## src/common/framer_ctrl_pkg.sv

```systemverilog
package framer_ctrl_pkg;

    localparam int APB_ADDR_W = 4;
    localparam int APB_DATA_W = 32;

    typedef enum logic [2:0] {
        INIT,
        LOAD,
        REQUEST,
        WRITE,
        IDLE
    } fill_state_t;

    typedef enum logic [APB_ADDR_W-1:0] {
        CTRL_ADDR   = 4'h0,
        STATUS_ADDR = 4'h4,
        FRAMES_ADDR = 4'h8
    } apb_addr_e;

    localparam int CTRL_ADVANCE_BIT     = 0;
    localparam int STATUS_FULL_BIT      = 0;  // window completely filled
    localparam int STATUS_FIFO_FULL_BIT = 1;

endpackage

```

## src/source/framer_apb_regs.sv

```systemverilog
module framer_apb_regs import framer_ctrl_pkg::*; (
    input  logic                  clk,
    input  logic                  rst_n,
    input  logic                  psel_i,
    input  logic                  penable_i,
    input  logic                  pwrite_i,
    input  logic [APB_ADDR_W-1:0] paddr_i,
    input  logic [APB_DATA_W-1:0] pwdata_i,
    output logic [APB_DATA_W-1:0] prdata_o,
    output logic                  pready_o,
    output logic                  pslverr_o,
    input  logic                  idle_i,
    input  logic                  fifo_full_i,
    input  logic                  frame_start_i,
    output logic                  advance_o
);

    logic                  access;
    logic                  addr_ok;
    logic                  advance_q;
    logic [APB_DATA_W-1:0] frames_q;
    logic [APB_DATA_W-1:0] status_word;

    assign access   = psel_i && penable_i;  // no wait states
    assign pready_o = 1'b1;

    always_comb begin
        unique case (paddr_i)
            CTRL_ADDR, STATUS_ADDR, FRAMES_ADDR: addr_ok = 1'b1;
            default:                             addr_ok = 1'b0;
        endcase
    end

    assign pslverr_o = access && !addr_ok;

    always_ff @(posedge clk or negedge rst_n) begin
        if (!rst_n) begin
            advance_q <= 1'b0;
            frames_q  <= '0;
        end else begin
            // dropped silently unless the window is complete
            advance_q <= access && pwrite_i && (paddr_i == CTRL_ADDR)
                         && pwdata_i[CTRL_ADVANCE_BIT] && idle_i;
            if (frame_start_i) begin
                frames_q <= frames_q + 1'b1;
            end
        end
    end

    assign advance_o = advance_q;

    always_comb begin
        status_word                       = '0;
        status_word[STATUS_FULL_BIT]      = idle_i;
        status_word[STATUS_FIFO_FULL_BIT] = fifo_full_i;
    end

    always_comb begin
        unique case (paddr_i)
            STATUS_ADDR: prdata_o = status_word;
            FRAMES_ADDR: prdata_o = frames_q;
            default:     prdata_o = '0;  // CTRL is write-only
        endcase
    end

endmodule

```

## config.mk

```make
export PLATFORM = sky130hd
export DESIGN_NAME = framer_apb_regs
export DESIGN_NICKNAME = d
export VERILOG_FILES = /design/src/common/framer_ctrl_pkg.sv /design/src/source/framer_apb_regs.sv
export SDC_FILE = /design/constraint.sdc
export NUM_CORES = 1
export LEC_CHECK = 0
export BUFFER_PORTS_ARGS = -buffer_cell sky130_fd_sc_hd__buf_4
export CAP_MARGIN = 20
export CORE_ASPECT_RATIO = 1.75
export CORE_MARGIN = 2
export CORE_UTILIZATION = 44
export DETAILED_ROUTE_END_ITERATION = 7
export PLACE_DENSITY = 0.72
export SYNTH_ARGS = -nofsm -noshare
export SYNTH_HDL_FRONTEND = slang
export SYNTH_SLANG_ARGS = --single-unit
```

## constraint.sdc

```tcl
create_clock -name clk -period 2.8 [get_ports clk]
set_input_delay 0.56 -clock clk [delete_from_list [all_inputs] [get_ports clk]]
set_output_delay 0.56 -clock clk [all_outputs]
set_load 0.01 [all_outputs]
```

; ---- Word level (Yosys, flattened, before mapping)
; Index checks and enable logic that the tools add are counted.
[totals]
register_bits = 33
latchBits = 0
ramBits = 0
mem_bits_ro = 0
inputBits = 44
output_inout_bits = 35
mem_count = 0
[classes]
add_sub_neg = 1
multipliers = 0
div_mod_pow = 0
n_lt_le_gt_ge = 0
eq_ne = 2
n_shift = 0
muxes = 2
n_bitwise = 0
n_reduce_logical = 9
[op_table]
columns = op, n
row1 = one-hot mux 32 bit (2 select lines), 1
row2 = adder 32 x 1 -> 32 bit (second input constant), 1
row3 = logical AND 1 bit, 6
row4 = equality test 4 x 3 -> 1 bit (second input constant), 1
row5 = equality test 4 bit (second input constant), 1
row6 = logical NOT 4 bit, 1
row7 = OR reduction 3 bit, 1
row8 = logical NOT 1 bit, 1
row9 = 2-to-1 mux 1 bit, 1

; ---- Logic depth before layout (Yosys ltp)
[depth]
depth_word = 5
mapped_depth = 6
ltp_nobuf = 5

; ---- Worst setup path after synthesis
; Ideal clock, no wire load.
[synth_path]
kind = in2out
startpoint = input port paddr_i[3]
endpoint = output port prdata_o[10]
t_arrival_ns = 1.412
required_time_ns = 2.240
path_slack_ns = 0.828
stages = 4
path_buffers = 1
path_cell_list = nor2b_1 nor3b_1 clkbuf_1 and2_1
[synth_via]
elab_chain_cells = 2
elab_cells_between_ends = 3
cone_classes = eq/ne (2) / mux (1)
[synth_lines]
columns = item, line_no
row1 = start: declaration, framer_apb_regs.sv:7  ; input logic [APB_ADDR_W-1:0] paddr_i,
row2 = equality test 4 bit / equality test 4 x 3 -> 1 bit (equally long branches), framer_apb_regs.sv:59  ; unique case (paddr_i)
row3 = one-hot mux 32 bit (2 select lines) *, framer_apb_regs.sv:59
row4 = end: declaration, framer_apb_regs.sv:9  ; output logic [APB_DATA_W-1:0] prdata_o,
; Every way passes the cells marked *; elsewhere a longest branch is shown, timed or not.

; ---- Worst setup path in the final report
[layout_path]
startpoint = input port paddr_i[2]
endpoint = output port prdata_o[25]
; Same word-level chain as after synthesis.

==> results_dict.tcl <==
set metrics [dict create \
    stdcell_count 273 \
    p_leak_nw 1.14 \
    worstPathMaxFanout 22 \
    cts_buffers 5 \
    wirelength_mm 3.55 \
    port_buffers 46 \
    period_share 0.769 \
    fp.dieW_um 52.7 \
    finalSetupViolations 0 \
    postRouteAntennaNets 0 \
    postCtsSetupBuffers 0 \
    ys_types 35 \
    dp_hpwl_mm 2.60 \
    drt_iter0_drc 10 \
    power_density_nw_per_um2 477 \
    critical_path_class "in2out" \
    grt_max_degree 34 \
    relSlewSlack 0.561 \
    grt_usage 0.177 \
    cp_cell_sequence "buf_4 -> nor2b_1 -> nor3b_2 -> buf_4 -> and2_1 -> buf_4" \
    die_y_um 89.3 \
    async_flop_share 1.00 \
    routedWlPerCell_um 13.0 \
    postSynthCellCount 174 \
    fin_area_sq_um 2300 \
    fp.dieArea_sq_um 4710 \
    cts_buffer_depth 2 \
    ys_ff_latch 33 \
    holdCritPathClass "in2async" \
    slowest_delay_ns 0.24 \
    area_delta_synth_final_pct 25.8 \
    start_util 0.449 \
    setup.worst_path.start_class "input pin" \
    drt_first_pass_iters 4 \
    cts_hold_buf 0 \
    synthFlopType "dfrtp_1" \
    synth_edf_count 0 \
    finClkSkew_ns 0.00495 \
    grt_pass1_vias 1393 \
    ctsResizeCount 0 \
    ir_worst_vdd_v 0.000529 \
    fin_crit_ns 2.15 \
    antenna_cells 0 \
    tns_ns 0 \
    place_area_sq_um 2220 \
    cts_max_level 2 \
    ys_warn_count 0 \
    rows 31 \
    overflow 0 \
    rr_startpoint "frames_q[0]" \
    worst_pin_slew_ns 0.653 \
    hold_violations 0 \
    clock-sinks 33 \
    syn-mean-instance-area_sq_um 10.5 \
    clk_latency_ns 0.28 \
    dp.cells 265 \
    seq_area_frac_synth 0.452 \
    synth_area_leaders "dfrtp_1 (45%), and2_1 (11%), xor2_1 (8.1%)" \
    synth_top_area_cell "dfrtp_1" \
    status "complete, no violations" \
    syn-cell-area_sq_um 1830 \
    critPathLaunch "paddr_i[2]" \
    required_ns 2.24 \
    core_sq_um 4070 \
    gp_congestion 0.753 \
    syn_nets 219 \
    post-place-ws_ns 0.610 \
    finalMaxSlewViolations 0 \
    post-route-util 0.565 \
    via_per_inst 5.05 \
    cap_violations 0 \
    cts_tree "done" \
    grt_antenna_before_repair 0 \
    end_kind "primary output" \
    path_clk_slew_ns 0.06 \
    final_layout_size_suffix_gt1_frac 0.313 \
    finalWorstSetupSlack_ns 0.648 \
    rsz0062_at_grt "no" \
    drc 0 \
    max_clock_freq_mhz 465 \
    clockRootBuffer "clkbuf_8" \
    critPathSlowestCell "buf_4" \
    grt_pass1_wl_mm 6.18 \
    crit_top_cell "buf_4" \
    nNetsFinal 268 \
    pin_count 79 \
    crit_arrival_ns 1.59 \
    synth_top_area_frac 0.452 \
    dr_total_vias 1380 \
]
## logic make-up after synthesis
logic type / count (synthesis) / share of synthesized area
buf+inv: 11 / 0.0294
xor+xnor: 31 / 0.149
fa+ha+maj: 1 / 0.00684
mux: 1 / 0.00616
simple gates: 93 / 0.344
other cells: 1 / 0.00205
compound gates: 3 / 0.0110
flops: 33 / 0.452
## state kept, by name, indices dropped and copies added, names as in the netlist
name       cells
advance_o      1
frames_q      32
## path summary, 6_finish.rpt
check,to,slack (ns),cells after the start
max,prdata_o[25],0.65,6
max reg2reg,frames_q[26],0.73,5
min,advance_o,0.21,1
min in group clk,frames_q[31],0.46,1
min reg2reg,frames_q[31],0.46,1
max in group asynchronous,frames_q[15],2.28,1
## synthesized netlist by cell type (2+ instances only)
library cell / number
nand4_1: 5
nand4_4: 2
clkbuf_1: 3
inv_1: 5
nor3_1: 4
nand3_1: 5
and4_1: 3
xor2_1: 17
nand2_1: 11
nor2b_1: 2
nor3b_1: 3
and2_1: 31
nor2_1: 8
nor3_2: 9
dfrtp_1: 33
xnor2_1: 14
## metal layers
metal	global-route usage	vias to the layer above	share of wire
met1	0.197	676	0.38
met5	0	-	0
met2	0.310	24	0.56
met4	0.0723	0	0.018
met3	0.0485	7	0.034
li1	-	673	-
## layout by cell type, fill, tap and decap left out, types with 2 or more instances in the layout
| master | synthesis | routed |
|---|---|---|
| and2_1 | 31 | 31 |
| nor2b_1 | 2 | 2 |
| nor3_2 | 9 | 9 |
| clkbuf_1 | 3 | 3 |
| xnor2_1 | 14 | 14 |
| nor2_1 | 8 | 8 |
| clkbuf_8 | 0 | 5 |
| nor3b_2 | 1 | 2 |
| dfrtp_1 | 33 | 33 |
| buf_4 | 1 | 48 |
| nand4_4 | 2 | 2 |
| nor3_1 | 4 | 4 |
| nand2_1 | 11 | 11 |
| nor3b_1 | 3 | 2 |
| nand4_1 | 5 | 5 |
| and4_1 | 3 | 3 |
| nand3_1 | 5 | 5 |
| xor2_1 | 17 | 17 |
| inv_1 | 5 | 5 |
## final cells by class
cell class | count | area [sq um]
Sequential cell | 33 | 826
Inverter | 5 | 18.8
Multi-Input combinational cell | 130 | 953
Tap cell | 49 | 61.3
Timing Repair Buffer | 48 | 360
Clock buffer | 8 | 80.1
Fill cell | 382 | 1770
## power by group
part | total, W | leakage (nW) | internal, W | switching [W]
logic | 0.000148 | 0.676 | 0.0000838 | 0.0000641
registers | 0.000611 | 0.423 | 0.000527 | 0.0000845
clock network | 0.000338 | 0.0395 | 0.000176 | 0.000161
total | 0.00110 | 1.14 | 0.000787 | 0.000310
## through the flow
step	total power [W]	hold WS [ns]
finish	0.00110	0.212
global route	0.00116	0.241
CTS	0.00111	0.225
detailed placement	0.000770	0.452
global placement	0.000764	0.453
floorplan	0.000703	0.264
## worst max-delay path: cells and delay by family
| family | cells | cell delay (ns) |
|---|---|---|
| buf+inv | 3 | 0.49 |
| simple gates | 3 | 0.55 |
(Power assumes the default switching activity.)
