<file path="config.mk">
export PLATFORM = sky130hd
export DESIGN_NAME = fill_counter_flat
export DESIGN_NICKNAME = d
export VERILOG_FILES = /design/src/common/window_pkg.sv /design/src/common/fill_if.sv /design/src/window_buffer/fill_counter.sv /design/src/flat_wrapper.sv
export SDC_FILE = /design/constraint.sdc
export NUM_CORES = 1
export LEC_CHECK = 0
export BUFFER_PORTS_ARGS = -buffer_cell sky130_fd_sc_hd__buf_4
export CAP_MARGIN = 20
export CORE_AREA = 8 8 45 47
export DETAILED_ROUTE_END_ITERATION = 10
export DIE_AREA = 0 0 53 55
export PLACE_DENSITY = 0.72
export SLEW_MARGIN = 30
export SYNTH_ARGS = -nofsm -noshare
export SYNTH_HDL_FRONTEND = slang
export SYNTH_SLANG_ARGS = --single-unit
</file>
<file path="constraint.sdc">
create_clock -name clk -period 3.43 [get_ports clk]
set_input_delay 0.1715 -clock clk [delete_from_list [all_inputs] [get_ports clk]]
set_output_delay 0.1715 -clock clk [all_outputs]
set_load 0.02 [all_outputs]
</file>
<file path="src/common/window_pkg.sv">
package window_pkg;

    localparam int SAMPLE_W   = 16;
    localparam int WINDOW_LEN = 306;
    localparam int HOP_LEN    = 123;
    localparam int FIFO_DEPTH = 8;

    // index must also hold WINDOW_LEN itself (read index parks there)
    localparam int WIN_IDX_W  = $clog2(WINDOW_LEN + 1);
    localparam int FIFO_PTR_W = $clog2(FIFO_DEPTH);

    typedef logic [SAMPLE_W-1:0]  sample_t;
    typedef logic [WIN_IDX_W-1:0] win_idx_t;
    typedef logic [WIN_IDX_W-1:0] fill_cnt_t;  // 0 .. WINDOW_LEN

endpackage
</file>
<file path="src/common/fill_if.sv">
interface fill_if import window_pkg::*; ();

    logic      load_full;     // start of the initial fill
    logic      load_hop;      // start of a hop refill
    logic      write_strobe;  // one sample written to the ring
    fill_cnt_t remaining;
    logic      zero;

    modport ctrl (
        output load_full,
        output load_hop,
        output write_strobe,
        input  zero
    );

    modport count (
        input  load_full,
        input  load_hop,
        input  write_strobe,
        output remaining,
        output zero
    );

    modport store (
        input load_full,
        input load_hop,
        input write_strobe,
        input remaining,
        input zero
    );

endinterface

</file>
<file path="src/window_buffer/fill_counter.sv">
module fill_counter import window_pkg::*; (
    input  logic  clk,
    input  logic  rst_n,
    fill_if.count fill
);

    fill_cnt_t remaining_q;

    // starts at a full window missing, so nothing reads as valid before LOAD
    always_ff @(posedge clk or negedge rst_n) begin
        if (!rst_n) begin
            remaining_q <= fill_cnt_t'(WINDOW_LEN);
        end else if (fill.load_full) begin
            remaining_q <= fill_cnt_t'(WINDOW_LEN);
        end else if (fill.load_hop) begin
            remaining_q <= fill_cnt_t'(HOP_LEN);
        end else if (fill.write_strobe && remaining_q != '0) begin
            remaining_q <= remaining_q - 1'b1;
        end
    end

    assign fill.remaining = remaining_q;
    assign fill.zero      = (remaining_q == '0);

endmodule

</file>
<file path="src/flat_wrapper.sv">
// flat-port wrapper written by rule: the top's interface ports become plain ports
module fill_counter_flat import window_pkg::*;
  (clk, rst_n, fill_load_full, fill_load_hop, fill_write_strobe, fill_remaining, fill_zero);
  fill_if fill_i ();
  input  logic clk;
  input  logic rst_n;
  input wire logic [$bits(fill_i.load_full)-1:0] fill_load_full;
  input wire logic [$bits(fill_i.load_hop)-1:0] fill_load_hop;
  input wire logic [$bits(fill_i.write_strobe)-1:0] fill_write_strobe;
  output wire logic [$bits(fill_i.remaining)-1:0] fill_remaining;
  output wire logic [$bits(fill_i.zero)-1:0] fill_zero;
  assign fill_i.load_full = fill_load_full;
  assign fill_i.load_hop = fill_load_hop;
  assign fill_i.write_strobe = fill_write_strobe;
  assign fill_remaining = fill_i.remaining;
  assign fill_zero = fill_i.zero;
  fill_counter u_core (.clk(clk), .rst_n(rst_n), .fill(fill_i));
endmodule
</file>
Yosys cells after proc, flatten, opt, wreduce, memory -nomap -nowiden
Index checks and enable logic that the tools add are counted.

$add $sub $neg: 1. Multiplexer cells: 3. Reductions and logical operators: 4.

Operators with widths (count): 9-bit 2-to-1 mux (3); 9-bit zero test (1); 9-bit nonzero test (1); 9-bit by 1-bit subtractor with 9-bit output, second input constant (1); 3-bit nonzero test (1); 1-bit logical AND (1).

Register bits: 9. Word-level logic and storage cells: 9.

Depth between registers and ports, before layout
Depth in word-level cells: 5. Depth in mapped cells: 6.

Worst setup path before layout
Ideal clock, no wire load.

Kind: flip-flop to flip-flop. Start point: register u_core.remaining_q[0] (netlist: u_core.fill.remaining[0]). End point: register u_core.remaining_q[6] (netlist: u_core.fill.remaining[6]). Data arrival time: 1.532 ns. Path slack: 1.816 ns. Stages on the path, launching flop included: 6. Path buffers: 0. Clock period less this slack: 1.614 ns. Cells stage by stage: dfrtp_1 inv_1 ha_1 nand3_4 or4b_1 a31oi_1.

Longest elaborated chain between the ends: 4. Elaborated cells between the ends (all ways): 7.

RTL lines: from (decl) (line fill_counter.sv:7) `fill_cnt_t remaining_q;`; from (signal assigned) (line fill_counter.sv:12) `remaining_q <= fill_cnt_t'(WINDOW_LEN);`; from (signal assigned) (line fill_counter.sv:14) `remaining_q <= fill_cnt_t'(WINDOW_LEN);`; from (signal assigned) (line fill_counter.sv:16) `remaining_q <= fill_cnt_t'(HOP_LEN);`; 9-bit by 1-bit subtractor with 9-bit output (line fill_counter.sv:18) `remaining_q <= remaining_q - 1'b1;`; 9-bit 2-to-1 mux (line fill_counter.sv:17) `end else if (fill.write_strobe && remaining_q != '0) begin`; 9-bit 2-to-1 mux (line fill_counter.sv:15) `end else if (fill.load_hop) begin`; 9-bit 2-to-1 mux (line fill_counter.sv:13) `end else if (fill.load_full) begin`.

Parallel ways exist; a longest one is shown, timed or not. The select of a mux whose other input is x is not followed. A chain may end at the register's enable or synchronous reset.

Worst setup path in the final report
Start point: register u_core.remaining_q[1] (netlist: u_core.fill.remaining[1]). End point: output fill_zero.

Longest elaborated chain between the ends: 1.

RTL lines: 9-bit zero test (line fill_counter.sv:23) `assign fill.zero = (remaining_q == '0);`; to (decl) (line flat_wrapper.sv:11) `output wire logic [$bits(fill_i.zero)-1:0] fill_zero;`.

No other way between the ends.

==> summary.txt <==
Layout cell share with drive strength beyond 1: 0.3699
CTS buffer count: 3
Largest net degree at the start of global routing: 10
Port Buffers: 14
Syn Std Cell Area: 528.0 um2
Die span in x: 53 um
Net Sw Power: 0.00006795 W
CTS tree: built
Hold endpoint: u_core.fill.remaining[2]
Commonest non-fill, non-tap cell in the layout: buf_4
Rel. slew slack: 0.7627
Clk slew on worst S/H paths: 60 ps
Worst Path Arrival: 1450 ps
Syn Nets: 60
HP Class: in2reg
Final Hold Fails: 0
Clk_skew: 1.154 ps
Final worst slack: 1804 ps
LEAKAGE: 0.2916 nW
Gr ovfl total: 0
Outcome: complete, no violations
Yosys top cell area share: 0.2370
Final RePlAce weighted congestion: 0.7857
IO Count: 15
Die area: 2915 um2
Max frequency: 614.8 MHz
Synth area leaders: dfrtp_1 (24%), dfstp_2 (20%), o31ai_1 (4.3%)
Tmin final: 1626 ps
#FFs+latches synth: 9
Post-route DRC: 0
Crit. End Element: output port
Yosys warns: 0
Drt initial violations: 14
CTS Root Cell: clkbuf_4
H-tree depth reported by CTS: 1
Slew @ Worst Pin: 351.3 ps
Worst hold slack: 96.99 ps
Finish-stage setup viols: 0
Initial antenna violation count: 0
Die Ht: 55 um
Detail Placement HPWL: 1019 um
Std cell rows: 14
Kind of critical path: reg2out
CTS hold repair buffers: 1
Core Util, Final: 0.4982
Initial cell density of the core: 0.3816
Cell count after synthesis: 54
Clock group share of total power: 0.351
Worst endpoint required time: 3260 ps
Seq/Total Area, Yosys: 0.4360
Core Box Area: 1384 um2
Power Density: 349.7 nW/um2
Syn_area_per_cell: 9.778 um2
GRT Total Usage: 0.1139
RSZ-0062 raised after global routing: no
R2r endpoint: u_core.fill.remaining[6]
Setup bufs post-CTS: 0
Setup TNS: 0 ps
First-pass GRT wire length: 2318 um
Hold Path Cell Cnt: 2
DP Cell Count: 84
Vias: 487
Cell internal pwr: 0.0001731 W
Internal reg-to-reg setup slack: 1810 ps
Routed Antenna Nets: 0
Slew Viols, Final: 0
Reg2reg path depth: 5
Post-synth top area cell: dfrtp_1
Period utilization: 0.4742
Synth-to-layout area growth: 30.57%
Comb power frac: 0.159
Unique masters post-synth: 30
Clock Latency Late Sink: 260 ps
Post-DR wirelength/cell: 15.61 um
Reg-to-Reg Start: u_core.fill.remaining[0]
Max-cap check violation count: 0
Commonest non-fill, non-tap cells in the layout: buf_4 (14), inv_1 (5), dfrtp_1 (5)
Worst-path maximum fanout: 5
Final net count: 80
Worst vdd ir: 0.1362 mV
Final wirelength: 1389 um
Clock Sinks: 9
Clk buf depth: 2
Vias in the first global route: 514
First-pass iteration count of the detailed router: 4
Reg power frac: 0.490
Placement Setup Slack: 1820 ps
Non-Filler Instances: 89
# resized after CTS: 0
Crit path launch type: register
Max FFs per register: 9
Net Sw Frac: 0.2819
Vias per cell: 5.472
Worst Hold Launch: fill_load_hop
ANT cells: 0
==> per-layer routing <==
| layer | global-route usage | share of wire | up-vias | wire, um |
|---|---|---|---|---|
| met5 | 0 | 0 | - | 0 |
| met4 | 0.1034 | 0.028 | 0 | 39 |
| met3 | 0.03743 | 0.064 | 4 | 89 |
| met2 | 0.1914 | 0.51 | 15 | 714 |
| met1 | 0.1101 | 0.39 | 228 | 546 |
| li1 | - | - | 240 | - |
==> worst max-delay path, stage by stage, from the launching register on <==
cell	delay [ps]
dfstp_2	550
inv_1	40
ha_1	250
nand4_1	140
inv_1	50
buf_4	150
==> kinds of logic after synthesis <==
logic type,Yosys count,synth area share
DFF,9,0.4360
and+or+nand+nor,23,0.2915
AOI/OAI and AO/OA,15,0.1967
adders and majority gates,1,0.02369
buffers and inverters,5,0.03555
xor gates and xnor gates,1,0.01659
==> Yosys cell counts <==
| master | instances |
|---|---|
| a21boi_1 | 1 |
| nand4b_1 | 1 |
| o31ai_1 | 3 |
| a211oi_1 | 1 |
| nand3_4 | 1 |
| ha_1 | 1 |
| nor2_4 | 1 |
| nor3_1 | 2 |
| a41oi_1 | 1 |
| nor2_2 | 1 |
| a21oi_1 | 4 |
| nand2b_1 | 1 |
| dfstp_2 | 4 |
| nand3_1 | 3 |
| o311ai_0 | 1 |
| inv_1 | 5 |
| nand4_1 | 1 |
| o21ai_1 | 1 |
| a31oi_1 | 1 |
| xnor2_1 | 1 |
| or3_1 | 1 |
| nand2_1 | 3 |
| nor2_1 | 4 |
| dfrtp_1 | 5 |
| or4b_1 | 1 |
| or4b_4 | 1 |
| a211o_2 | 1 |
| and2_1 | 1 |
| nor3_2 | 1 |
| o211ai_1 | 1 |
==> cell type report <==
type,instances,area [um2]
Fill cell,123,694.4
Multi-Input combinational cell,40,279.0
Sequential cell,9,230.2
Timing Repair Buffer,15,115.1
Clock buffer,4,26.28
Tap cell,16,20.02
Inverter,5,18.77
==> power groups by stage <==
stage	Combinational (W)	Sequential [W]	Clock, W
final	0.0000382	0.000118	0.0000847
after global routing	0.0000414	0.000119	0.000100
after CTS	0.0000387	0.000118	0.0000857
after detailed placement	0.0000375	0.000120	0
after global placement	0.0000372	0.000120	0
after floorplan	0.0000147	0.000124	0
==> worst max-delay path by stage <==
stage / from / to / slack (ps) / cells after the start
3_3_place_gp: u_core.fill.remaining[0] / u_core.fill.remaining[6] / 1880 / 5
3_5_place_dp: u_core.fill.remaining[0] / u_core.fill.remaining[6] / 1820 / 5
5_1_grt: u_core.fill.remaining[0] / u_core.fill.remaining[6] / 1690 / 5
4_1_cts: u_core.fill.remaining[1] / fill_zero / 1800 / 5
2_1_floorplan: u_core.fill.remaining[0] / u_core.fill.remaining[6] / 1820 / 5
6_report: u_core.fill.remaining[1] / fill_zero / 1800 / 5
==> stage by stage <==
stage / power (W) / instance area [um2]
after detailed placement: 0.0001571 / 653.1
after floorplan: 0.0001388 / 528.0
after global routing: 0.0002605 / 689.4
after CTS: 0.0002425 / 689.4
final: 0.0002411 / 689.4
after global placement: 0.0001570 / 653.1
No activity file was read; power rests on OpenSTA's default activity.
