==> config.mk <==
export PLATFORM = sky130hd
export DESIGN_NAME = window_fill_fsm_flat
export DESIGN_NICKNAME = d
export VERILOG_FILES = /design/src/common/framer_ctrl_pkg.sv /design/src/common/window_pkg.sv /design/src/common/fill_if.sv /design/src/window_buffer/window_fill_fsm.sv /design/src/flat_wrapper.sv
export SDC_FILE = /design/constraint.sdc
export NUM_CORES = 1
export LEC_CHECK = 0
export BUFFER_PORTS_ARGS = -buffer_cell sky130_fd_sc_hd__buf_4
export CAP_MARGIN = 20
export CORE_AREA = 4 4 41 43
export DETAILED_ROUTE_END_ITERATION = 10
export DIE_AREA = 0 0 45 47
export PLACE_DENSITY_LB_ADDON = 0.3
export SYNTH_ARGS = -nofsm -noshare
export SYNTH_HDL_FRONTEND = slang
export SYNTH_SLANG_ARGS = --single-unit
export TNS_END_PERCENT = 1
==> constraint.sdc <==
create_clock -name clk -period 1.1 [get_ports clk]
set_input_delay 0.11 -clock clk [delete_from_list [all_inputs] [get_ports clk]]
set_output_delay 0.11 -clock clk [all_outputs]
set_load 0.02 [all_outputs]
==> src/common/framer_ctrl_pkg.sv <==
package framer_ctrl_pkg;

    localparam int APB_ADDR_W = 4;
    localparam int APB_DATA_W = 32;

    typedef enum logic [2:0] {
        INIT,
        LOAD,
        REQUEST,
        WRITE,
        IDLE
    } fill_state_t;

    typedef enum logic [APB_ADDR_W-1:0] {
        CTRL_ADDR   = 4'h0,
        STATUS_ADDR = 4'h4,
        FRAMES_ADDR = 4'h8
    } apb_addr_e;

    localparam int CTRL_ADVANCE_BIT     = 0;
    localparam int STATUS_FULL_BIT      = 0;  // window completely filled
    localparam int STATUS_FIFO_FULL_BIT = 1;

endpackage

==> src/common/window_pkg.sv <==
package window_pkg;

    localparam int SAMPLE_W   = 16;
    localparam int WINDOW_LEN = 306;
    localparam int HOP_LEN    = 123;
    localparam int FIFO_DEPTH = 8;

    // index must also hold WINDOW_LEN itself (read index parks there)
    localparam int WIN_IDX_W  = $clog2(WINDOW_LEN + 1);
    localparam int FIFO_PTR_W = $clog2(FIFO_DEPTH);

    typedef logic [SAMPLE_W-1:0]  sample_t;
    typedef logic [WIN_IDX_W-1:0] win_idx_t;
    typedef logic [WIN_IDX_W-1:0] fill_cnt_t;  // 0 .. WINDOW_LEN

endpackage
==> src/common/fill_if.sv <==
interface fill_if import window_pkg::*; ();

    logic      load_full;     // start of the initial fill
    logic      load_hop;      // start of a hop refill
    logic      write_strobe;  // one sample written to the ring
    fill_cnt_t remaining;
    logic      zero;

    modport ctrl (
        output load_full,
        output load_hop,
        output write_strobe,
        input  zero
    );

    modport count (
        input  load_full,
        input  load_hop,
        input  write_strobe,
        output remaining,
        output zero
    );

    modport store (
        input load_full,
        input load_hop,
        input write_strobe,
        input remaining,
        input zero
    );

endinterface

==> src/window_buffer/window_fill_fsm.sv <==
module window_fill_fsm import framer_ctrl_pkg::*; (
    input  logic clk,
    input  logic rst_n,
    input  logic advance_i,
    input  logic fifo_empty_i,
    output logic fifo_pop_o,
    output logic frame_start_o,
    output logic idle_o,
    fill_if.ctrl fill
);

    fill_state_t state_q;
    fill_state_t state_d;
    logic        hop_q;  // set once the first window is done

    always_ff @(posedge clk or negedge rst_n) begin
        if (!rst_n) begin
            state_q <= INIT;
            hop_q   <= 1'b0;
        end else begin
            state_q <= state_d;
            if (state_q == IDLE && advance_i) begin
                hop_q <= 1'b1;
            end
        end
    end

    always_comb begin
        state_d = state_q;
        unique case (state_q)
            INIT:    state_d = LOAD;
            LOAD:    state_d = REQUEST;
            REQUEST: begin
                // counter is checked here, after the last write has landed
                if (fill.zero) begin
                    state_d = IDLE;
                end else if (!fifo_empty_i) begin
                    state_d = WRITE;
                end
            end
            WRITE:   state_d = REQUEST;
            IDLE: begin
                if (advance_i) begin
                    state_d = LOAD;
                end
            end
            default: state_d = INIT;
        endcase
    end

    assign fill.load_full    = (state_q == LOAD) && !hop_q;
    assign fill.load_hop     = (state_q == LOAD) && hop_q;
    assign fill.write_strobe = (state_q == WRITE);

    // head sample leaves the fifo on the same edge it is stored
    assign fifo_pop_o    = (state_q == WRITE);
    assign frame_start_o = (state_q == LOAD);
    assign idle_o        = (state_q == IDLE);

endmodule

==> src/flat_wrapper.sv <==
// flat-port wrapper written by rule: the top's interface ports become plain ports
module window_fill_fsm_flat import framer_ctrl_pkg::*;
  (clk, rst_n, advance_i, fifo_empty_i, fifo_pop_o, frame_start_o, idle_o, fill_load_full, fill_load_hop, fill_write_strobe, fill_zero);
  fill_if fill_i ();
  input  logic clk;
  input  logic rst_n;
  input  logic advance_i;
  input  logic fifo_empty_i;
  output logic fifo_pop_o;
  output logic frame_start_o;
  output logic idle_o;
  output wire logic [$bits(fill_i.load_full)-1:0] fill_load_full;
  output wire logic [$bits(fill_i.load_hop)-1:0] fill_load_hop;
  output wire logic [$bits(fill_i.write_strobe)-1:0] fill_write_strobe;
  input wire logic [$bits(fill_i.zero)-1:0] fill_zero;
  assign fill_load_full = fill_i.load_full;
  assign fill_load_hop = fill_i.load_hop;
  assign fill_write_strobe = fill_i.write_strobe;
  assign fill_i.zero = fill_zero;
  window_fill_fsm u_core (.clk(clk), .rst_n(rst_n), .advance_i(advance_i), .fifo_empty_i(fifo_empty_i), .fifo_pop_o(fifo_pop_o), .frame_start_o(frame_start_o), .idle_o(idle_o), .fill(fill_i));
endmodule
Word-level counts from Yosys, hierarchy flattened
Cells that the tools add are included.
{"block": "word_totals", "regBits": 4, "inputBits": 5, "out_inout_bits": 6}
{"block": "op_classes", "n_eq_ne": 6, "mux": 4, "reduce_logical": 7}
{"op": "one-hot mux 3 bit (4 select lines)", "count": 1}
{"op": "2-to-1 mux 3 bit", "count": 3}
{"op": "equality test 3 x 2 -> 1 bit, second input constant", "count": 2}
{"op": "equality test 3 x 1 -> 1 bit, second input constant", "count": 1}
{"op": "equality test 3 bit, second input constant", "count": 1}
{"op": "logical AND 1 bit", "count": 3}
{"op": "zero test 3 bit", "count": 1}
{"op": "inequality test 3 bit, second input constant", "count": 1}
{"op": "inequality test 2 bit, second input constant", "count": 1}
{"op": "AND reduction 2 bit", "count": 1}
{"op": "OR reduction 2 bit", "count": 1}
{"op": "zero test 1 bit", "count": 1}

Depth between registers and ports, before layout
Gate-level depths: netlist of the first run.
{"block": "depth", "ltp_word": 3, "depth_mapped": 3, "ltp_nobuf": 2}

Worst setup path after synthesis of the first run
OpenSTA, ideal clock, no wires.
{"block": "synth_timing", "kind": "register to output", "start": "register u_core.state_q[1]", "end": "output port fill_load_full", "arrival_ns": 1.454, "path_slack_ns": -0.464, "path_stages_with_launch": 3, "n_path_buf": 0, "path_cell_list": "dfrtp_1 nor3b_1 nor2b_1"}
{"block": "synth_via", "elab_chain_len": 2}
{"item": "start: declaration", "line": "window_fill_fsm.sv:12", "source": "fill_state_t state_q;"}
{"item": "start signal: assignment", "line": "window_fill_fsm.sv:21", "source": "state_q <= state_d;"}
{"item": "equality test 3 x 1 -> 1 bit"}
{"item": "via frame_start_o", "line": "flat_wrapper.sv:10", "source": "output logic frame_start_o;"}
{"item": "logical AND 1 bit", "line": "window_fill_fsm.sv:51", "source": "assign fill.load_full = (state_q == LOAD) && !hop_q;"}
{"item": "end: declaration", "line": "flat_wrapper.sv:12", "source": "output wire logic [$bits(fill_i.load_full)-1:0] fill_load_full;"}
The timed path passes the listed nets, and every way through them passes these cells.

Final worst setup path of the first run
{"block": "layout_timing", "start": "register u_core.state_q[1]", "end": "output port fill_load_full"}
{"block": "layout_via", "elab_chain_len": 2}
{"item": "equality test 3 x 1 -> 1 bit", "line": "window_fill_fsm.sv:51"}
{"item": "logical AND 1 bit", "line": "window_fill_fsm.sv:51"}
No other way between the ends.

==> flow_summary_export.csv, run 1 <==
group,metric,value,unit
critical_path,critPathTopFamily,"flip-flops",
grt,grt_pass1_vias,226,
yosys,syn_nets,25,
cells_and_area,diodes,0,
yosys,yosysWarnings,0,
clock_network,cts_buffer_depth,2,
cells_and_area,fin_util,29.6,%
placement,gp_congestion,0.780,
outcome,status,"finished with violations",
floorplan,row_count,13,
route,drt-wirelength-per-cell,10.7,um
sta,rsz0062_at_grt,"yes",
placement,pre_cts_slack,-0.0194,ns
sta,slew_viol_final,0,
power,p_per_area,2800,nW/um^2
sta,clock.fmax,0.782,GHz
clock_network,root_buffer,"clkbuf_4",
clock_network,insertion_delay,0.23,ns
route,drc,0,
critical_path,crit_slowest_cell,"dfrtp_1",
yosys,synthCells,20,
sta,fin_crit_sh,116,%
clock_network,path_clk_slew,0.04,ns
floorplan,die_w,45,um
critical_path,r2r_start,"u_core.state_q[2]",
route,ant_nets,0,
clock_network,clock-sinks,4,
floorplan,ioPinCount,11,
grt,grt_pass1_wl,897,um
route,via_count,210,
critical_path,critPathKind,"reg2out",
clock_network,htreeDepth,1,
yosys,netlist_area,208,um^2
floorplan,dieHeight,47,um
route,viasPerCell,4.12,
clock_network,cts_tree,"built",
clock_network,post-cts-setup-buffer-count,0,
yosys,postSynthAreaPerCell,10.4,um^2
sta,tns,-0.914,ns
worst_hold_path,hold_path.class,"in2reg",
cells_and_area,nNetsFinal,43,
cells_and_area,drive_above_1_share,61.1,%
sta,worst_slew_pin_slew,0.192,ns
sta,fin_ws,-0.180,ns
critical_path,cp-startpoint,"u_core.state_q[1]",
power,p_leak,0.000175,uW
critical_path,cp-end-kind,"primary output",
cells_and_area,syn_to_final_growth,85.5,%
sta,hold_violations,0,
yosys,ys_seq_area_share,48.2,%
power,irDropWorstVdd,0.805,mV
critical_path,cp.arrival,1.17,ns
critical_path,crit_path_cell_trace,"nor3b_2 -> nor2b_2 -> buf_6",
critical_path,critPathLaunchType,"flop",
clock_network,cts_buffers,3,
critical_path,max_stage_delay,0.42,ns
critical_path,required,0.99,ns
grt,grt_usage,6.26,%
run,cap_viol_max_count,0,
sta,min_period,1.28,ns
floorplan,core_area,1300,um^2
outcome,violations,"negative setup slack",
cells_and_area,final_cell_mix,"buf_4 (12), dfrtp_1 (4), clkbuf_4 (3), nor3b_2 (2)",
grt,grt_max_degree,7,
yosys,ys_types,13,
sta,clock_skew,0.00116,ns
grt,antenna_found_initial,0,
sta,relSlewSlack,87.1,%
placement,hpwl,445,um
route,drt_iter0_drc,1,
yosys,ys_ff_latch,4,
route,wl,544,um
placement,portBuffers,10,
grt,overflow,0,
critical_path,cp_max_fo,4,
sta,report.final.setup_viol,7,
cells_and_area,final_common_cell,"buf_4",
worst_hold_path,hp-start,"advance_i",
floorplan,initial_core_util,16.0,%
critical_path,crit_buf_inv,1,
floorplan,dieArea,2120,um^2
route,dr.pass1.iters,2,
-- cells in the mapped netlist --
master | instances | share of area (%)
a21o_1 | 1 | 3.6
a21oi_1 | 2 | 4.8
and2_1 | 1 | 3.0
buf_4 | 1 | 3.6
dfrtp_1 | 4 | 48
inv_1 | 1 | 1.8
nand2b_1 | 1 | 3.0
nand3b_1 | 1 | 3.6
nor2b_1 | 2 | 6.0
nor3b_1 | 3 | 11
o31ai_1 | 1 | 3.6
or3b_1 | 1 | 4.2
or4_1 | 1 | 3.6
-- worst reg2reg max path, delay by kind of cell (launching register included) --
family | cells | cell delay (ns)
simple gates | 1 | 0.53
flops | 1 | 0.42
compound gates | 1 | 0.08
-- power breakdown --
part           leakage, uW  internal (uW)  switching (uW)
Combinational     0.000113            320             288
Clock            0.0000138            122            54.4
Sequential       0.0000481            217            78.6
Total             0.000175            658             421
-- metal layers --
layer,part of all wire (%),vias to the layer above,track usage [%]
met3,1.3,0,2.30
li1,-,103,-
met1,35,105,5.75
met4,0,0,5.26
met2,64,2,11.0
met5,0,-,0
-- area by class of cell --
cell class | instances | area, um^2
multi-input cells | 14 | 129
flip-flops and latches | 4 | 100
clock buffers | 3 | 22.5
fillers | 145 | 916
inverters | 1 | 3.75
well taps | 15 | 18.8
repair buffers | 14 | 111
-- metrics by stage --
| stage | power, uW | cell area (um^2) | hold WS [ns] | instances |
|---|---|---|---|---|
| after floorplan | 600 | 225 | -0.186 | 20 |
| after global placement | 831 | 334 | -0.0913 | 47 |
| after detailed placement | 847 | 334 | -0.0929 | 47 |
| after CTS | 1040 | 370 | 0.0973 | 51 |
| after global routing | 1160 | 385 | 0.100 | 51 |
| final | 1080 | 385 | 0.108 | 51 |
-- state kept, by name, indices dropped and copies added, names as in the netlist --
signal and cells:
u_core.hop_q 1, u_core.state_q 3
-- final timing paths --
path                                     endpoint  slack (ns)  cells after the start
worst max-delay path               fill_load_full       -0.18                      3
worst min-delay path                 u_core.hop_q        0.11                      2
worst max register to register  u_core.state_q[0]       -0.03                      2
worst min register to register       u_core.hop_q        0.49                      1
max in group asynchronous       u_core.state_q[0]        0.79                      2
min in group asynchronous       u_core.state_q[2]        0.21                      2
-- cells by family (layout without fill, tap and decap cells) --
family	Yosys count	count (layout)	share of synthesized area, %
simple gates	10	10	34.3
compound gates	4	4	12.1
flops	4	4	48.2
buf+inv	2	18	5.42
-- timing repair --
item	4_1_cts	5_1_grt
endpoints found under the setup margin	7	8
pin swaps	1	0
hold endpoints to repair	4	0
hold buffers	1	0
gates resized for setup	1	3
Note: power is estimated with default switching activity, not from simulation.
==> run 2: changes to the inputs <==
SETUP_SLACK_MARGIN = 0.05   (was not set)
SKIP_LAST_GASP = 1   (was not set)
==> flow_summary_export.csv, run 2 (synthesis results as in run 1) <==
group,metric,value,unit
placement,gp_congestion,0.780,
floorplan,dieHeight,47,um
power,switching_power,406,uW
floorplan,initial_core_util,16.0,%
grt,grt_usage,6.26,%
cells_and_area,reg.largest.list,"u_core.state_q: 3 flops, u_core.hop_q: 1 flops",
route,viasPerCell,4.20,
grt,grt_max_degree,7,
critical_path,reg2reg_slack,-0.03,ns
clock_network,insertion_delay,0.23,ns
route,dr.pass1.iters,1,
sta,hold_violations,0,
sta,fin_ws,-0.178,ns
cells_and_area,nNetsFinal,43,
floorplan,core_area,1300,um^2
critical_path,cp_max_fo,4,
power,clkPwrFrac,16.8,%
clock_network,cts_buffer_depth,2,
sta,clock.fmax,0.783,GHz
sta,report.final.setup_viol,7,
run,cap_viol_max_count,0,
power,p_int,640,uW
sta,worst_slew_pin_slew,0.221,ns
placement,place_inst,47,
outcome,violations,"negative setup slack",
clock_network,cts_buffers,3,
placement,hpwl,445,um
sta,fin_crit_sh,116,%
critical_path,critPathKind,"reg2out",
clock_network,htreeDepth,1,
critical_path,r2r_start,"u_core.state_q[2]",
clock_network,post-cts-setup-buffer-count,0,
floorplan,row_count,13,
outcome,status,"finished with violations",
placement,portBuffers,10,
critical_path,crit_buf_inv,1,
cells_and_area,nFillCells,146,
grt,grt_pass1_vias,226,
power,pwr-share-comb,54.8,%
cells_and_area,diodes,0,
route,drt-wirelength-per-cell,10.7,um
cells_and_area,syn_to_final_growth,79.5,%
power,irDropWorstVdd,0.803,mV
critical_path,cp-startpoint,"u_core.state_q[1]",
power,switching_share,38.8,%
sta,tns,-0.912,ns
critical_path,crit_path_cell_trace,"nor3b_2 -> nor2b_2 -> buf_4",
cells_and_area,regMostFlops,"u_core.state_q",
route,ant_nets,0,
clock_network,cts_tree,"built",
worst_hold_path,hold_path.class,"in2reg",
power,p_leak,0.000173,uW
cells_and_area,fin_util,28.7,%
cells_and_area,drive_above_1_share,55.6,%
critical_path,required,0.99,ns
sta,relSlewSlack,85.1,%
clock_network,path_clk_slew,0.04,ns
critical_path,max_stage_delay,0.41,ns
grt,antenna_found_initial,0,
grt,grt_pass1_wl,897,um
sta,clock_skew,0.00120,ns
floorplan,die_w,45,um
sta,min_period,1.28,ns
floorplan,dieArea,2120,um^2
critical_path,critPathTopFamily,"flip-flops",
worst_hold_path,hp-start,"advance_i",
power,p_per_area,2800,nW/um^2
power,pwr-share-seq,28.3,%
critical_path,crit_slowest_cell,"dfrtp_1",
critical_path,cp-end-kind,"primary output",
route,via_count,214,
route,drt_iter0_drc,0,
cells_and_area,largest_register_ffs,3,
route,drc,0,
cells_and_area,final_cell_mix,"buf_4 (13), dfrtp_1 (4), clkbuf_4 (3), nor3b_2 (2), a21oi_1 (2)",
clock_network,clock-sinks,4,
grt,overflow,0,
critical_path,critPathLaunchType,"flop",
floorplan,ioPinCount,11,
cells_and_area,final_cells,51,
clock_network,root_buffer,"clkbuf_4",
sta,slew_viol_final,0,
cells_and_area,final_common_cell,"buf_4",
route,wl,544,um
critical_path,cp.arrival,1.17,ns
sta,rsz0062_at_grt,"yes",
[run 2: cell types whose count changed in the layout (fill, tap and decap cells not counted)]
cell	previous run	this run
o31ai_2	1	0
buf_6	1	0
buf_4	12	13
o31ai_1	0	1
a21oi_1	1	2
a21oi_2	1	0
[run 2: power by group through the flow]
stage	sequential (uW)	clock [uW]	combinational, uW
6_report	296	176	573
5_1_grt	308	202	614
4_1_cts	296	189	553
3_5_place_dp	298	0	549
3_3_place_gp	290	0	542
2_1_floorplan	301	0	299
[run 2: worst reg2reg max path, stage by stage (launching register included)]
cell and delay (ns):
dfrtp_1 0.42, or4_1 0.52, o31ai_1 0.09
[run 2: what timing repair did]
item                                    CTS  global route
endpoints found under the hold margin     4             0
pin swaps                                 1             0
cloned                                    0             0
resized for setup                         0             1
endpoints found under the setup margin    7             8
hold buffers                              1             0
[run 2: layout make-up]
type	instances	area (um^2)	share of cell area [%]
inverters	1	3.75	1.01
clock buffers	3	22.5	6.04
flip-flops and latches	4	100	26.8
multi-input cells	14	120	32.2
repair buffers	14	108	28.9
well taps	15	18.8	5.03
[run 2: path summary, 6_finish.rpt]
check	endpoint	cells after the start
worst max-delay path	fill_load_full	3
worst min-delay path	u_core.hop_q	2
worst max register to register	u_core.state_q[0]	2
worst min register to register	u_core.hop_q	1
max in group asynchronous	u_core.state_q[0]	2
min in group asynchronous	u_core.state_q[2]	2
[run 2: metal layers]
| metal | share of wire (%) | vias to the layer above | routed length [um] | GRT usage [%] |
|---|---|---|---|---|
| li1 | - | 103 | - | - |
| met4 | 0 | 0 | 0 | 5.26 |
| met3 | 1.3 | 0 | 7 | 2.30 |
| met5 | 0 | - | 0 | 0 |
| met1 | 35 | 109 | 190 | 5.75 |
| met2 | 64 | 2 | 346 | 11.0 |
[run 2: through the flow]
| step | power [uW] | cell area, um^2 | setup slack [ns] | hold WS (ns) |
|---|---|---|---|---|
| after floorplan | 600 | 225 | -0.169 | -0.186 |
| after global placement | 831 | 334 | 0.0400 | -0.0913 |
| after detailed placement | 847 | 334 | -0.0194 | -0.0929 |
| after CTS | 1040 | 367 | -0.197 | 0.0973 |
| after global routing | 1120 | 373 | -0.247 | 0.100 |
| final | 1050 | 373 | -0.178 | 0.107 |
==> run 3: changes to the inputs <==
CTS_BUF_LIST = sky130_fd_sc_hd__clkbuf_8   (was not set)
GPL_TIMING_DRIVEN = 0   (was not set)
==> flow_summary_export.csv, run 3 (synthesis results as in run 1) <==
group,metric,value,unit
critical_path,required,0.99,ns
floorplan,row_count,13,
clock_network,root_buffer,"clkbuf_8",
run,cap_viol_max_count,0,
route,ant_nets,0,
outcome,status,"finished with violations",
route,dr.pass1.iters,2,
grt,grt_usage,4.68,%
cells_and_area,nFillCells,145,
sta,clock.fmax,0.772,GHz
grt,antenna_found_initial,0,
sta,min_period,1.30,ns
clock_network,clock-sinks,4,
sta,slew_viol_final,0,
route,wl,499,um
grt,grt_pass1_wl,690,um
grt,overflow,0,
sta,rsz0062_at_grt,"yes",
power,p_leak,0.000181,uW
cells_and_area,drive_above_1_share,67.6,%
grt,grt_pass1_vias,178,
cells_and_area,reg.largest.list,"u_core.state_q: 3 flops, u_core.hop_q: 1 flops",
sta,relSlewSlack,84.8,%
sta,fin_ws,-0.195,ns
grt,grt_max_degree,9,
power,irDropWorstVdd,0.820,mV
clock_network,cts_buffers,3,
route,viasPerCell,3.85,
cells_and_area,regMostFlops,"u_core.state_q",
clock_network,path_clk_slew,0.03,ns
route,drt_iter0_drc,4,
placement,place_inst,45,
worst_hold_path,hold_path.class,"in2reg",
critical_path,critPathLaunchType,"flop",
cells_and_area,largest_register_ffs,3,
floorplan,core_area,1300,um^2
route,drt-wirelength-per-cell,9.60,um
sta,hold_violations,0,
placement,hpwl,392,um
route,via_count,200,
floorplan,die_w,45,um
sta,tns,-0.859,ns
sta,fin_crit_sh,118,%
clock_network,cts_tree,"built",
critical_path,cp-end-kind,"primary output",
cells_and_area,final_cell_mix,"buf_4 (14), clkbuf_8 (3), dfrtp_2 (3), nor3b_2 (2), a21oi_1 (2)",
critical_path,critPathKind,"reg2out",
sta,worst_slew_pin_slew,0.226,ns
cells_and_area,diodes,0,
placement,gp_congestion,0.724,
placement,portBuffers,10,
cells_and_area,syn_to_final_growth,94.0,%
outcome,violations,"negative setup slack",
floorplan,dieHeight,47,um
cells_and_area,nNetsFinal,44,
cells_and_area,fin_util,31.0,%
floorplan,ioPinCount,11,
clock_network,insertion_delay,0.21,ns
cells_and_area,final_cells,52,
critical_path,cp.arrival,1.19,ns
clock_network,cts_buffer_depth,2,
power,p_per_area,2980,nW/um^2
sta,hold_slack,0.131,ns
floorplan,initial_core_util,16.0,%
cells_and_area,final_common_cell,"buf_4",
critical_path,cp_max_fo,6,
floorplan,dieArea,2120,um^2
power,total_power,1200,uW
sta,clock_skew,0.000510,ns
route,drc,0,
clock_network,htreeDepth,1,
sta,report.final.setup_viol,8,
-- run 3: report_power, final --
part,switching [uW],internal (uW)
logic,234,323
registers,116,228
clock network,66.1,232
total,416,783
-- run 3: worst max-delay path: stages, from the launching register on --
cell	delay, ns
dfrtp_2	0.45
nor3b_4	0.22
nor2b_2	0.16
buf_4	0.14
-- run 3: layer usage --
layer	global-route usage [%]	vias up	wire, um
met5	0	-	0
met4	5.26	0	0
met3	1.15	0	11
met2	7.91	2	305
met1	4.36	93	183
li1	-	105	-
-- run 3: layout make-up --
type / count / area (um^2) / area share [%]
buffer: 1 / 7.51 / 1.86
sequential: 4 / 104 / 25.8
inverter: 1 / 3.75 / 0.932
multi-input combinational: 14 / 120 / 29.8
timing repair buffer: 14 / 108 / 26.7
clock buffer: 3 / 41.3 / 10.2
tap: 15 / 18.8 / 4.66
-- run 3: repair_timing --
item                                    in CTS  in global routing
hold endpoints to repair                     4                  0
resized for setup                            2                  3
pin swaps                                    1                  2
buffers inserted                             1                  2
endpoints found under the setup margin       8                  8
hold buffers                                 1                  0
-- run 3: metrics by stage --
| stage | cell area, um^2 | setup WS, ns |
|---|---|---|
| 2_1_floorplan | 225 | -0.169 |
| 3_3_place_gp | 319 | -0.0532 |
| 4_1_cts | 380 | -0.214 |
| 6_report | 403 | -0.195 |
| 3_5_place_dp | 319 | -0.0631 |
| 5_1_grt | 403 | -0.252 |
-- run 3: final timing paths --
check	slack, ns	depth (start not counted)	to	from
setup / recovery	-0.20	3	fill_load_full	u_core.state_q[1]
hold / removal	0.13	2	u_core.hop_q	advance_i
setup reg to reg	-0.08	3	u_core.state_q[2]	u_core.state_q[1]
hold reg to reg	0.50	1	u_core.hop_q	u_core.hop_q
max in group asynchronous	0.77	2	u_core.state_q[1]	rst_n
min in group asynchronous	0.22	2	u_core.hop_q	rst_n
